$ cat src/cpu_consts.svh
`ifndef CPU_CONSTS_SVH
`define CPU_CONSTS_SVH

// Datapath and instruction width
`define CPU_WORD       16

// Register file size
`define CPU_NREGS      8
`define CPU_REG_BITS   3

// Instruction memory, word addressed by pc[8:1]
`define CPU_IMEM_WORDS 256
`define CPU_IMEM_BITS  8

// Opcode field, instr[15:12]
`define CPU_OP_ALU     4'h0
`define CPU_OP_ADDI    4'h1
`define CPU_OP_LI      4'h2
`define CPU_OP_BEQZ    4'h4
`define CPU_OP_BNEZ    4'h5
`define CPU_OP_HALT    4'hf

`endif

$ cat src/cpu_pkg.sv
`default_nettype none
`include "cpu_consts.svh"

package cpu_pkg;

   // Opcodes, anything not listed is illegal
   typedef enum logic [3:0] {
      OP_ALU  = `CPU_OP_ALU,
      OP_ADDI = `CPU_OP_ADDI,
      OP_LI   = `CPU_OP_LI,
      OP_BEQZ = `CPU_OP_BEQZ,
      OP_BNEZ = `CPU_OP_BNEZ,
      OP_HALT = `CPU_OP_HALT
   } opcode_t;

   // R-type function field, instr[2:0]
   typedef enum logic [2:0] {
      ALU_ADD = 3'd0,
      ALU_SUB = 3'd1,
      ALU_AND = 3'd2,
      ALU_OR  = 3'd3,
      ALU_XOR = 3'd4,
      ALU_SLL = 3'd5,
      ALU_SRL = 3'd6,
      ALU_SRA = 3'd7
   } alu_fn_t;

   // Fetch to decode, just the raw word
   typedef struct packed {
      logic [`CPU_WORD-1:0] instr;
   } fetch_word_t;

   // Decode to execute
   typedef struct packed {
      alu_fn_t                  fn;
      logic [`CPU_REG_BITS-1:0] rd;
      logic                     reg_write;
      logic                     use_imm;   // B from imm, not op_b
      logic                     br_z;      // BEQZ
      logic                     br_nz;     // BNEZ
      logic [`CPU_WORD-1:0]     op_a;
      logic [`CPU_WORD-1:0]     op_b;
      logic [`CPU_WORD-1:0]     imm;       // Already sign-extended
   } decoded_t;

endpackage

`default_nettype wire

$ cat src/pipe_if.sv
`default_nettype none
`timescale 1ns/1ps
`include "cpu_consts.svh"

// One pipeline hop, payload type set per instance
interface pipe_if #(parameter type payload_t = logic);
   logic                 valid;    // Payload holds a live instruction
   logic [`CPU_WORD-1:0] pc;       // Byte address of that instruction
   payload_t             payload;
   logic                 kill;     // Back from downstream, one-cycle flush

   // Upstream side
   modport src (
      output valid,
      output pc,
      output payload,
      input  kill
   );

   // Downstream side
   modport dst (
      input  valid,
      input  pc,
      input  payload,
      output kill
   );
endinterface

`default_nettype wire

$ cat src/alu.sv
`default_nettype none
`timescale 1ns/1ps
`include "cpu_consts.svh"

module alu import cpu_pkg::*; (
   input  wire [`CPU_WORD-1:0]  a,
   input  wire [`CPU_WORD-1:0]  b,
   input  wire alu_fn_t         fn,
   output logic [`CPU_WORD-1:0] result,
   output logic                 ofl,     // Signed overflow, ADD and SUB only
   output logic                 zero
);

   logic [3:0] shamt;
   logic       sa;
   logic       sb;
   logic       sr;

   assign shamt = b[3:0];                 // Shift by low four bits
   assign sa    = a[`CPU_WORD-1];
   assign sb    = b[`CPU_WORD-1];
   assign sr    = result[`CPU_WORD-1];

   always_comb begin
      result = '0;
      case (fn)
         ALU_ADD: result = a + b;
         ALU_SUB: result = a - b;         // Wraps
         ALU_AND: result = a & b;
         ALU_OR:  result = a | b;
         ALU_XOR: result = a ^ b;
         ALU_SLL: result = a << shamt;
         ALU_SRL: result = a >> shamt;    // Zero fill
         ALU_SRA: result = $signed(a) >>> shamt; // Sign fill
         default: result = '0;
      endcase
   end

   // Overflow on sign mismatch
   always_comb begin
      case (fn)
         ALU_ADD: ofl = (sa == sb) && (sr != sa);
         ALU_SUB: ofl = (sa != sb) && (sr != sa);
         default: ofl = 1'b0;
      endcase
   end

   assign zero = (result == '0);

endmodule

`default_nettype wire

$ cat src/execute_stage.sv
`default_nettype none
`timescale 1ns/1ps
`include "cpu_consts.svh"

module execute_stage import cpu_pkg::*; (
   input  wire                       clk,
   input  wire                       rst,
   pipe_if.dst                       in,           // From decode
   output logic                      write,        // Register write strobe
   output logic [`CPU_REG_BITS-1:0]  writeregsel,
   output logic [`CPU_WORD-1:0]      writedata,
   output logic                      redirect,     // Taken branch
   output logic [`CPU_WORD-1:0]      redirect_pc
);

   decoded_t             d;
   logic                 is_branch;
   logic [`CPU_WORD-1:0] alu_b;
   logic [`CPU_WORD-1:0] alu_out;
   logic                 alu_ofl;
   logic                 alu_zero;
   logic                 taken;

   assign d         = in.payload;
   assign is_branch = d.br_z | d.br_nz;

   // Branches pass A through so zero tests the register
   assign alu_b = is_branch ? '0 : (d.use_imm ? d.imm : d.op_b);

   alu alu_inst (
      .a      (d.op_a),
      .b      (alu_b),
      .fn     (d.fn),
      .result (alu_out),
      .ofl    (alu_ofl),
      .zero   (alu_zero)
   );

   assign taken = in.valid & ((d.br_z & alu_zero) | (d.br_nz & ~alu_zero));

   // Redirect and flush the two younger instructions
   assign redirect    = taken;
   assign in.kill     = taken;
   assign redirect_pc = in.pc + `CPU_WORD'd2 + {d.imm[`CPU_WORD-2:0], 1'b0};

   // Writeback, retired in this cycle
   assign write       = in.valid & d.reg_write;
   assign writeregsel = d.rd;
   assign writedata   = alu_out;

   // Bubble after a redirect means no taken branch right behind it
   a_redirect_single: assert property (
      @(posedge clk) disable iff (rst) redirect |=> !redirect
   ) else $error("execute_stage: redirect high two cycles in a row");

   // Overflow wraps, just note when the program exercises it
   c_alu_ofl: cover property (
      @(posedge clk) disable iff (rst) write && alu_ofl
   );

endmodule

`default_nettype wire

$ cat src/flat_wrapper.sv
// flat-port wrapper written by rule: the top's interface ports become plain ports
module execute_stage_flat import cpu_pkg::*;
  (clk, rst, write, writeregsel, writedata, redirect, redirect_pc, in_valid, in_pc, in_payload, in_kill);
  pipe_if in_i ();
  input  wire clk;
  input  wire rst;
  output logic write;
  output logic [`CPU_REG_BITS-1:0] writeregsel;
  output logic [`CPU_WORD-1:0] writedata;
  output logic redirect;
  output logic [`CPU_WORD-1:0] redirect_pc;
  input wire logic [$bits(in_i.valid)-1:0] in_valid;
  input wire logic [$bits(in_i.pc)-1:0] in_pc;
  input wire logic [$bits(in_i.payload)-1:0] in_payload;
  output wire logic [$bits(in_i.kill)-1:0] in_kill;
  assign in_i.valid = in_valid;
  assign in_i.pc = in_pc;
  assign in_i.payload = in_payload;
  assign in_kill = in_i.kill;
  execute_stage u_core (.clk(clk), .rst(rst), .in(in_i), .write(write), .writeregsel(writeregsel), .writedata(writedata), .redirect(redirect), .redirect_pc(redirect_pc));
endmodule
$ cat config.mk
export PLATFORM = sky130hd
export DESIGN_NAME = execute_stage_flat
export DESIGN_NICKNAME = d
export VERILOG_FILES = /design/src/cpu_pkg.sv /design/src/pipe_if.sv /design/src/alu.sv /design/src/execute_stage.sv /design/src/flat_wrapper.sv
export VERILOG_INCLUDE_DIRS = /design/src /design/src/src
export SDC_FILE = /design/constraint.sdc
export NUM_CORES = 1
export LEC_CHECK = 0
export ABC_AREA = 1
export BUFFER_PORTS_ARGS = -buffer_cell sky130_fd_sc_hd__buf_2
export CAP_MARGIN = 20
export CORE_MARGIN = 5
export CORE_UTILIZATION = 37
export DETAILED_ROUTE_END_ITERATION = 7
export PLACE_DENSITY = 0.84
export SETUP_SLACK_MARGIN = 0.1
export SLEW_MARGIN = 40
export SYNTH_ARGS = -nofsm -noshare
export SYNTH_HDL_FRONTEND = slang
export SYNTH_SLANG_ARGS = --single-unit
$ cat constraint.sdc
create_clock -name vclk -period 1.7
set_input_delay 0.255 -clock vclk [all_inputs]
set_output_delay 0.255 -clock vclk [all_outputs]
set_load 0.03 [all_outputs]
==> results.py, run 1 <==
metrics = {
    "power_and_ir_drop": {
        "total_power_mw": 0.2711,
        "ir_worst_vdd_uv": 177.9,
        "power.leakage_nw": 0.4517,
        "power_density_nw_per_um2": 330.7,
    },
    "cells_and_area": {
        "num-nets-final": 149,
        "seq_cell_count": 0,
        "fill_cells": 153,
        "clock_buffers": 0,
        "syn_to_final_growth_pct": 46.53,
        "seq_area_um2": 0,
        "utilization_pct": 55.70,
        "antenna_cells": 0,
        "drive_gt1_share_pct": 51.61,
        "multi_input_area_um2": 529.3,
    },
    "route": {
        "num_vias": 623,
        "postRouteAntennaNets": 0,
        "drtIter0Drc": 19,
        "wirelength_um": 1421,
        "wl_per_cell_um": 10.15,
        "viasPerCell": 4.450,
        "drtPass1Iterations": 4,
        "drc": 0,
    },
    "floorplan": {
        "rows": 14,
        "die_y_um": 48.88,
        "io_pins": 58,
        "core_um2": 1471,
        "die_x_um": 48.88,
        "initial_utilization_pct": 38.01,
        "die_area_um2": 2389,
    },
    "sta": {
        "fmax_mhz": 622.1,
        "timing.hold.ws_ns": 0.5100,
        "period_needed_ns": 1.607,
        "rsz0062_at_grt": "true",
        "hold_violations": 0,
        "setup_ws_ns": 0.09260,
        "setup_violations": 0,
        "slew_viol_final": 0,
        "period_share_pct": 94.55,
    },
    "yosys": {
        "ys_seq_area_share_pct": 0,
        "synth_top_area_share_pct": 30.87,
        "yosysWarnings": 0,
        "synthCells": 91,
        "synth_area_leaders": "buf_4 (31%), nand2_1 (13%), ha_1 (6.7%)",
        "synth_cell_types": 16,
        "yosys.area.top_type": "buf_4",
        "syn_area_per_cell_um2": 6.146,
        "synth_area_um2": 559.3,
    },
    "worst_setup_path": {
        "timing.critical_path.buf_inv": 4,
        "critPathTopFamily": "simple AND/OR/NAND/NOR gates",
        "crit_arrival_ns": 1.35,
        "worstPathMaxFanout": 6,
        "cp-startpoint": "in_payload",
        "cp_slowest_stage_delay_ns": 0.20,
        "cp-end-kind": "primary output",
        "worstSetupStartpointType": "input pin",
        "worstPathCellList": "buf_6, inv_4, ha_4, inv_4, ha_4, nand2_4, nor2_4, nand2_2, xnor2_2, buf_6",
        "critPathSlowestCell": "nor2_4",
        "setup.worst_path.class": "input pin to primary output",
        "crit_required_ns": 1.44,
    },
    "placement": {
        "dp_hpwl_um": 1170,
        "io_buffers": 31,
        "gp_congestion": 0.7497,
        "dp_slack_ns": -0.04480,
    },
    "run": {
        "maxCapViolations": 0,
    },
    "min_path": {
        "hp-start": "in_pc[0]",
        "hold_class": "input pin to primary output",
    },
    "global_routing": {
        "grt_first_pass_wirelength_um": 2325,
        "grt_pass1_vias": 585,
        "grt.overflow.total": 0,
        "grt_util_all_layers_pct": 10.80,
        "grt_max_degree": 7,
        "antenna_found_initial": 0,
    },
    "outcome": {
        "status": "finished, final reports clean",
    },
}
-- layer usage --
layer / routed length [um] / vias to the layer above / part of all wire [%] / track usage [%]
met5: 0 / - / 0 / 0
met4: 5 / 0 / 0.35 / 0.8969
met3: 184 / 2 / 13 / 2.446
met2: 740 / 44 / 52 / 20.65
met1: 490 / 275 / 34 / 12.36
li1: - / 302 / - / -
-- placed cells by master (no fill, tap or decap), types with 4 or more instances in the layout --
cell type	n
buf_2	24
buf_4	6
buf_6	5
conb_1	22
inv_1	6
nand2_1	18
nand2_2	5
nand4_1	5
nor2_1	4
nor2_2	4
xnor2_2	4
-- power by group --
group          total [mW]  internal (mW)  switching, mW  leakage, nW
Sequential              0              0              0            0
Combinational       0.271         0.0794          0.192        0.452
Clock                   0              0              0            0
Total               0.271         0.0794          0.192        0.452
-- cells by family after synthesis --
family,Yosys count,share of synthesized area (%)
AND/OR/NAND/NOR,45,40.49
adder cells (fa/ha/maj),3,6.712
XOR/XNOR,8,13.87
other,1,0.6705
buffers and inverters,34,38.26
-- timing repair --
item / in CTS / in global routing
resized for setup: 22 / 7
setup endpoints to repair: 10 / 8
hold buffers: 0 / 0
buffers inserted: 1 / 0
gates cloned: 0 / 0
pin swaps: 9 / 9
hold endpoints to repair: 0 / 0
-- final timing paths --
check	slack, ns	end	depth (start not counted)
worst max-delay path	0.09	redirect_pc[10]	10
worst min-delay path	0.51	redirect_pc[0]	0
-- cells in the mapped netlist, types with 2 or more instances --
cell type  count
buf_4         23
ha_1           3
inv_1          9
inv_2          2
nand2_1       19
nand2_2        5
nand3_1        5
nand4_1        5
nor2_1         4
nor2_2         5
xnor2_1        4
xor2_1         3
-- stage by stage --
stage	cell area (um2)	cells	setup TNS, ns
after floorplan	675.6	112	0
after global placement	700.7	139	-0.01309
after detailed placement	700.7	139	-0.06787
after CTS	798.3	140	0
after global routing	819.5	140	0
final	819.5	140	0
-- area by class of cell --
type / instances / share of cell area [%]
repair buffers: 35 / 27.02
well taps: 16 / 2.443
inverters: 11 / 5.954
multi-input cells: 78 / 64.58
Power figures use the tool's default switching activity.
==> inputs of run 2 (changes only) <==
clock period = 1.8 ns   (was 1.7 ns; I/O delays follow)
==> run 2 against run 1 <==
Via count down 6.4%. Hold slack improved by 0.030 ns. Flip-flop and latch count did not move. Sequential share of layout area is the same. Routed wire length fell by 9.2%. Non-clock buffer count shrank 3. Total power is 11% lower. Largest power group unchanged. Highest routed layer unchanged.
==> results.py, run 2 (synthesized netlist as in run 1, its figures left out) <==
metrics = {
    "sta": {
        "fmax_mhz": 619.2,
        "hold_violations": 0,
        "setup_violations": 0,
        "period_needed_ns": 1.615,
        "rsz0062_at_grt": "false",
        "fin_tns_setup_ns": 0,
        "period_share_pct": 89.72,
        "slew_viol_final": 0,
    },
    "global_routing": {
        "grt.overflow.total": 0,
        "antenna_found_initial": 0,
        "grt_util_all_layers_pct": 9.794,
        "grt_first_pass_wirelength_um": 2139,
        "grt_max_degree": 7,
        "grt_pass1_vias": 518,
    },
    "worst_setup_path": {
        "worstSetupStartpointType": "input pin",
        "cp.depth": 10,
        "timing.critical_path.buf_inv": 4,
        "crit_arrival_ns": 1.34,
        "cp-end-kind": "primary output",
        "worstPathMaxFanout": 6,
        "crit_required_ns": 1.53,
        "worstPathCellList": "buf_6, inv_2, ha_4, inv_4, ha_4, nand2_4, nor2_4, nand2_2, xnor2_2, buf_6",
        "critPathTopFamily": "simple AND/OR/NAND/NOR gates",
        "cp_slowest_stage_delay_ns": 0.20,
        "setup.worst_path.class": "input pin to primary output",
        "critPathSlowestCell": "nor2_4",
    },
    "clocking": {
        "cts_hold_repair.buffers": 0,
    },
    "route": {
        "drtIter0Drc": 1,
        "drc": 0,
        "num_vias": 583,
        "viasPerCell": 4.255,
        "wirelength_um": 1290,
        "drtPass1Iterations": 4,
        "postRouteAntennaNets": 0,
        "wl_per_cell_um": 9.416,
    },
    "run": {
        "maxCapViolations": 0,
    },
    "floorplan": {
        "core_um2": 1471,
        "initial_utilization_pct": 38.01,
        "die_x_um": 48.88,
        "die_area_um2": 2389,
        "io_pins": 58,
        "rows": 14,
        "die_y_um": 48.88,
    },
    "cells_and_area": {
        "layout_commonest_cell": "buf_2",
        "syn_to_final_growth_pct": 34.45,
        "utilization_pct": 51.11,
        "drive_gt1_share_pct": 46.28,
        "clock_buffers": 0,
        "num-nets-final": 146,
        "antenna_cells": 0,
        "seq_cell_count": 0,
        "layout_common_cells": "buf_2 (26), conb_1 (22), nand2_1 (19)",
        "seq_area_um2": 0,
    },
    "min_path": {
        "whs_path_depth": 0,
        "hold_class": "input pin to primary output",
    },
    "power_and_ir_drop": {
        "power_density_nw_per_um2": 320.2,
        "ir_worst_vdd_uv": 133.8,
        "total_power_mw": 0.2408,
        "power.leakage_nw": 0.4192,
    },
    "placement": {
        "dp_hpwl_um": 1138,
        "io_buffers": 31,
        "gp_congestion": 0.7867,
    },
    "outcome": {
        "status": "finished, final reports clean",
    },
}
## run 2: changes by cell type in the layout (fill, tap and decap cells not counted), moves of 2 or more
cell / before / now
xnor2_2: 4 / 2
inv_4: 3 / 1
inv_2: 2 / 4
nand3_2: 2 / 0
buf_6: 5 / 3
xnor2_1: 1 / 3
buf_2: 24 / 26
nand3_1: 3 / 5
buf_4: 6 / 3
## run 2: final timing paths
check / startpoint / end / slack, ns
max: in_pc[1] / redirect_pc[10] / 0.19
min: in_pc[0] / redirect_pc[0] / 0.54
## run 2: through the flow
step | setup WS, ns | std cells | hold slack, ns | cell area, um2
4_1_cts | 0.1017 | 137 | 0.5404 | 726.9
2_1_floorplan | 0.1075 | 112 | 0.6629 | 660.6
3_3_place_gp | 0.03889 | 136 | 0.5404 | 663.1
6_report | 0.1851 | 137 | 0.5400 | 752.0
5_1_grt | 0.1072 | 137 | 0.5401 | 752.0
3_5_place_dp | 0.004731 | 136 | 0.5404 | 663.1
## run 2: metal layers
layer	GRT usage [%]	vias up	part of all wire (%)
li1	-	295	-
met5	0	-	0
met2	19.57	29	54
met1	10.71	257	33
met4	0.4484	0	0.16
met3	2.141	2	12
## run 2: area by class of cell
class / instances / area (um2)
Multi-Input combinational cell: 78 / 501.7
Timing Repair Buffer: 32 / 186.4
Tap cell: 16 / 20.02
Fill cell: 153 / 719.4
Inverter: 11 / 43.79
## run 2: repair_timing
item	in CTS	in global routing
endpoints found under the setup margin	7	7
buffers inserted	1	0
hold endpoints to repair	0	0
gates resized for setup	13	6
pin swaps	6	5
## run 2: power by group
group	internal [mW]	switching (mW)	leakage, nW	total, mW
clock network	0	0	0	0
registers	0	0	0	0
logic	0.0653	0.176	0.419	0.241
==> inputs of run 3 (changes only) <==
ABC_AREA = unset   (was 1)
CORE_UTILIZATION = 35   (was 37)
PLACE_DENSITY = 0.85   (was 0.84)
==> run 3 against run 2 <==
First-iteration DRC count is the same. Worst setup slack lost 0.14 ns. Combinational power grew 8.7%. Global-route usage grew 0.82 points. Total power grew 8.6%. Sequential share of layout area is the same. Design area grew 12%. Critical path depth shrank 1.
==> results.py, run 3 <==
metrics = {
    "worst_setup_path": {
        "critPathSlowestCell": "nor4_4",
        "worstPathCellList": "buf_6, inv_4, ha_4, inv_4, ha_4, nand3_4, nor4_4, xor2_2, buf_6",
        "worstPathMaxFanout": 4,
        "crit_required_ns": 1.53,
        "setup.worst_path.class": "input pin to primary output",
        "cp_slowest_stage_delay_ns": 0.33,
        "cp-end-kind": "primary output",
        "worstSetupStartpointType": "input pin",
        "crit_arrival_ns": 1.48,
    },
    "yosys": {
        "synth_area_um2": 476.7,
        "synth_cell_types": 14,
        "synth_common_cells": "buf_4 (23), xor2_1 (7), inv_1 (6), xnor2_1 (6), nand2_1 (5)",
        "synthCells": 66,
        "yosysWarnings": 0,
        "synth_area_leaders": "buf_4 (36%), xor2_1 (13%), xnor2_1 (11%)",
        "ys_seq_area_share_pct": 0,
        "yosysMostFrequentCell": "buf_4",
        "yosys.area.top_type": "buf_4",
        "synth_top_area_share_pct": 36.22,
        "syn_area_per_cell_um2": 7.223,
    },
    "global_routing": {
        "grt_first_pass_wirelength_um": 1800,
        "antenna_found_initial": 0,
        "met3_usage_pct": 1.149,
        "grt_pass1_vias": 454,
        "grt_util_all_layers_pct": 10.61,
        "grt.overflow.total": 0,
        "top_usage_layer": "met2",
        "met2_usage_pct": 23.58,
        "grt_max_degree": 8,
        "gr-usage-met1_pct": 10.68,
    },
    "cells_and_area": {
        "layout_commonest_cell": "conb_1",
        "syn_to_final_growth_pct": 76.12,
        "num-nets-final": 124,
        "seq_cell_count": 0,
        "fill_cells": 102,
        "utilization_pct": 64.52,
        "antenna_cells": 0,
        "clock_buffers": 0,
        "seq_area_um2": 0,
        "layout_common_cells": "conb_1 (22), buf_2 (20), buf_6 (8)",
        "drive_gt1_share_pct": 60.61,
    },
    "power_and_ir_drop": {
        "sw_frac_of_total_pct": 69.76,
        "p_seq_share_pct": 0,
        "p_switching_mw": 0.1824,
        "p_int_mw": 0.07908,
        "power_density_nw_per_um2": 311.5,
        "ir_worst_vdd_uv": 195.2,
        "power.leakage_nw": 0.4253,
        "clkPwrFrac_pct": 0,
        "comb_power_share_pct": 100.0,
    },
    "route": {
        "num_vias": 472,
        "wirelength_um": 1349,
        "viasPerCell": 4.140,
        "drtIter0Drc": 1,
        "drc": 0,
        "postRouteAntennaNets": 0,
        "wl_per_cell_um": 11.83,
        "drtPass1Iterations": 3,
    },
    "floorplan": {
        "die_x_um": 46.91,
        "die_y_um": 46.91,
        "io_pins": 58,
        "die_area_um2": 2200,
        "core_um2": 1301,
        "rows": 13,
        "initial_utilization_pct": 36.63,
    },
    "clocking": {
        "cts_hold_repair.buffers": 0,
    },
    "sta": {
        "fmax_mhz": 570.2,
        "slew_viol_final": 0,
        "rsz0062_at_grt": "true",
        "period_needed_ns": 1.754,
        "hold_violations": 0,
        "period_share_pct": 97.44,
        "setup_violations": 0,
        "timing.hold.ws_ns": 0.5401,
    },
    "placement": {
        "dp_hpwl_um": 1026,
        "gp_congestion": 0.7153,
        "io_buffers": 31,
    },
    "min_path": {
        "whs_path_depth": 0,
        "hp-start": "in_pc[0]",
        "hold_class": "input pin to primary output",
        "holdPathEnd": "redirect_pc[0]",
    },
    "run": {
        "maxCapViolations": 0,
    },
    "outcome": {
        "status": "finished, final reports clean",
    },
}
[run 3: cell count changes after synthesis, sizes merged, moves of 2 or more]
cell,previous run,this run
nand2,24,5
nor3,0,4
nor2,10,2
nand4,5,3
nand3,6,3
nor4,0,2
inv,11,6
xor2,3,7
[run 3: cells by family (layout without fill, tap and decap cells)]
kind of cell	count (synthesis)	count (layout)	synth area share, %
xor+xnor	13	13	23.88
simple gates	20	20	26.51
fa+ha+maj	3	3	7.875
other cells	1	22	0.7866
buf+inv	29	41	40.95
[run 3: timing repair]
item	in CTS	in global routing
gates resized for setup	26	20
endpoints found under the setup margin	10	10
setup buffers	0	2
pin swaps	6	9
[run 3: worst max path at each step]
stage	endpoint	slack, ns	cells after the start	start
after floorplan	redirect_pc[14]	0.03	7	in_payload
after global placement	redirect_pc[14]	-0.13	9	in_payload
after detailed placement	redirect_pc[11]	-0.21	9	in_payload
after CTS	redirect_pc[14]	0.03	9	in_pc[1]
after global routing	redirect_pc[15]	-0.005	9	in_payload
final	redirect_pc[15]	0.05	9	in_payload
[run 3: power by group through the flow]
stage | clock network [mW] | registers, mW | logic (mW)
final | 0 | 0 | 0.262
after CTS | 0 | 0 | 0.237
after global placement | 0 | 0 | 0.211
after global routing | 0 | 0 | 0.277
after floorplan | 0 | 0 | 0.194
after detailed placement | 0 | 0 | 0.214
[run 3: layer usage]
| layer | part of all wire [%] | wire length, um |
|---|---|---|
| met5 | 0 | 0 |
| met4 | 0 | 0 |
| met3 | 11 | 149 |
| met2 | 62 | 841 |
| met1 | 27 | 358 |
[run 3: worst max-delay path, delay by kind of cell]
kind | cells | cell delay, ns
simple gates | 2 | 0.44
xor+xnor | 1 | 0.17
buf+inv | 4 | 0.32
fa+ha+maj | 2 | 0.29
[run 3: final cells by class]
type,instances,area (um2),area share [%]
multi-input cells,58,548.0,65.28
well taps,15,18.77,2.235
inverters,6,30.03,3.577
repair buffers,35,242.7,28.91
[run 3: per-stage QoR]
stage	TNS (ns)	area [um2]	total power, mW	worst slack [ns]	cells
2_1_floorplan	0	629.4	0.1936	0.02654	87
3_3_place_gp	-0.5062	645.6	0.2109	-0.1285	112
3_5_place_dp	-0.6995	645.6	0.2141	-0.2116	112
4_1_cts	0	758.2	0.2371	0.03190	112
5_1_grt	-0.005305	839.6	0.2769	-0.005305	114
6_report	0	839.6	0.2615	0.04609	114
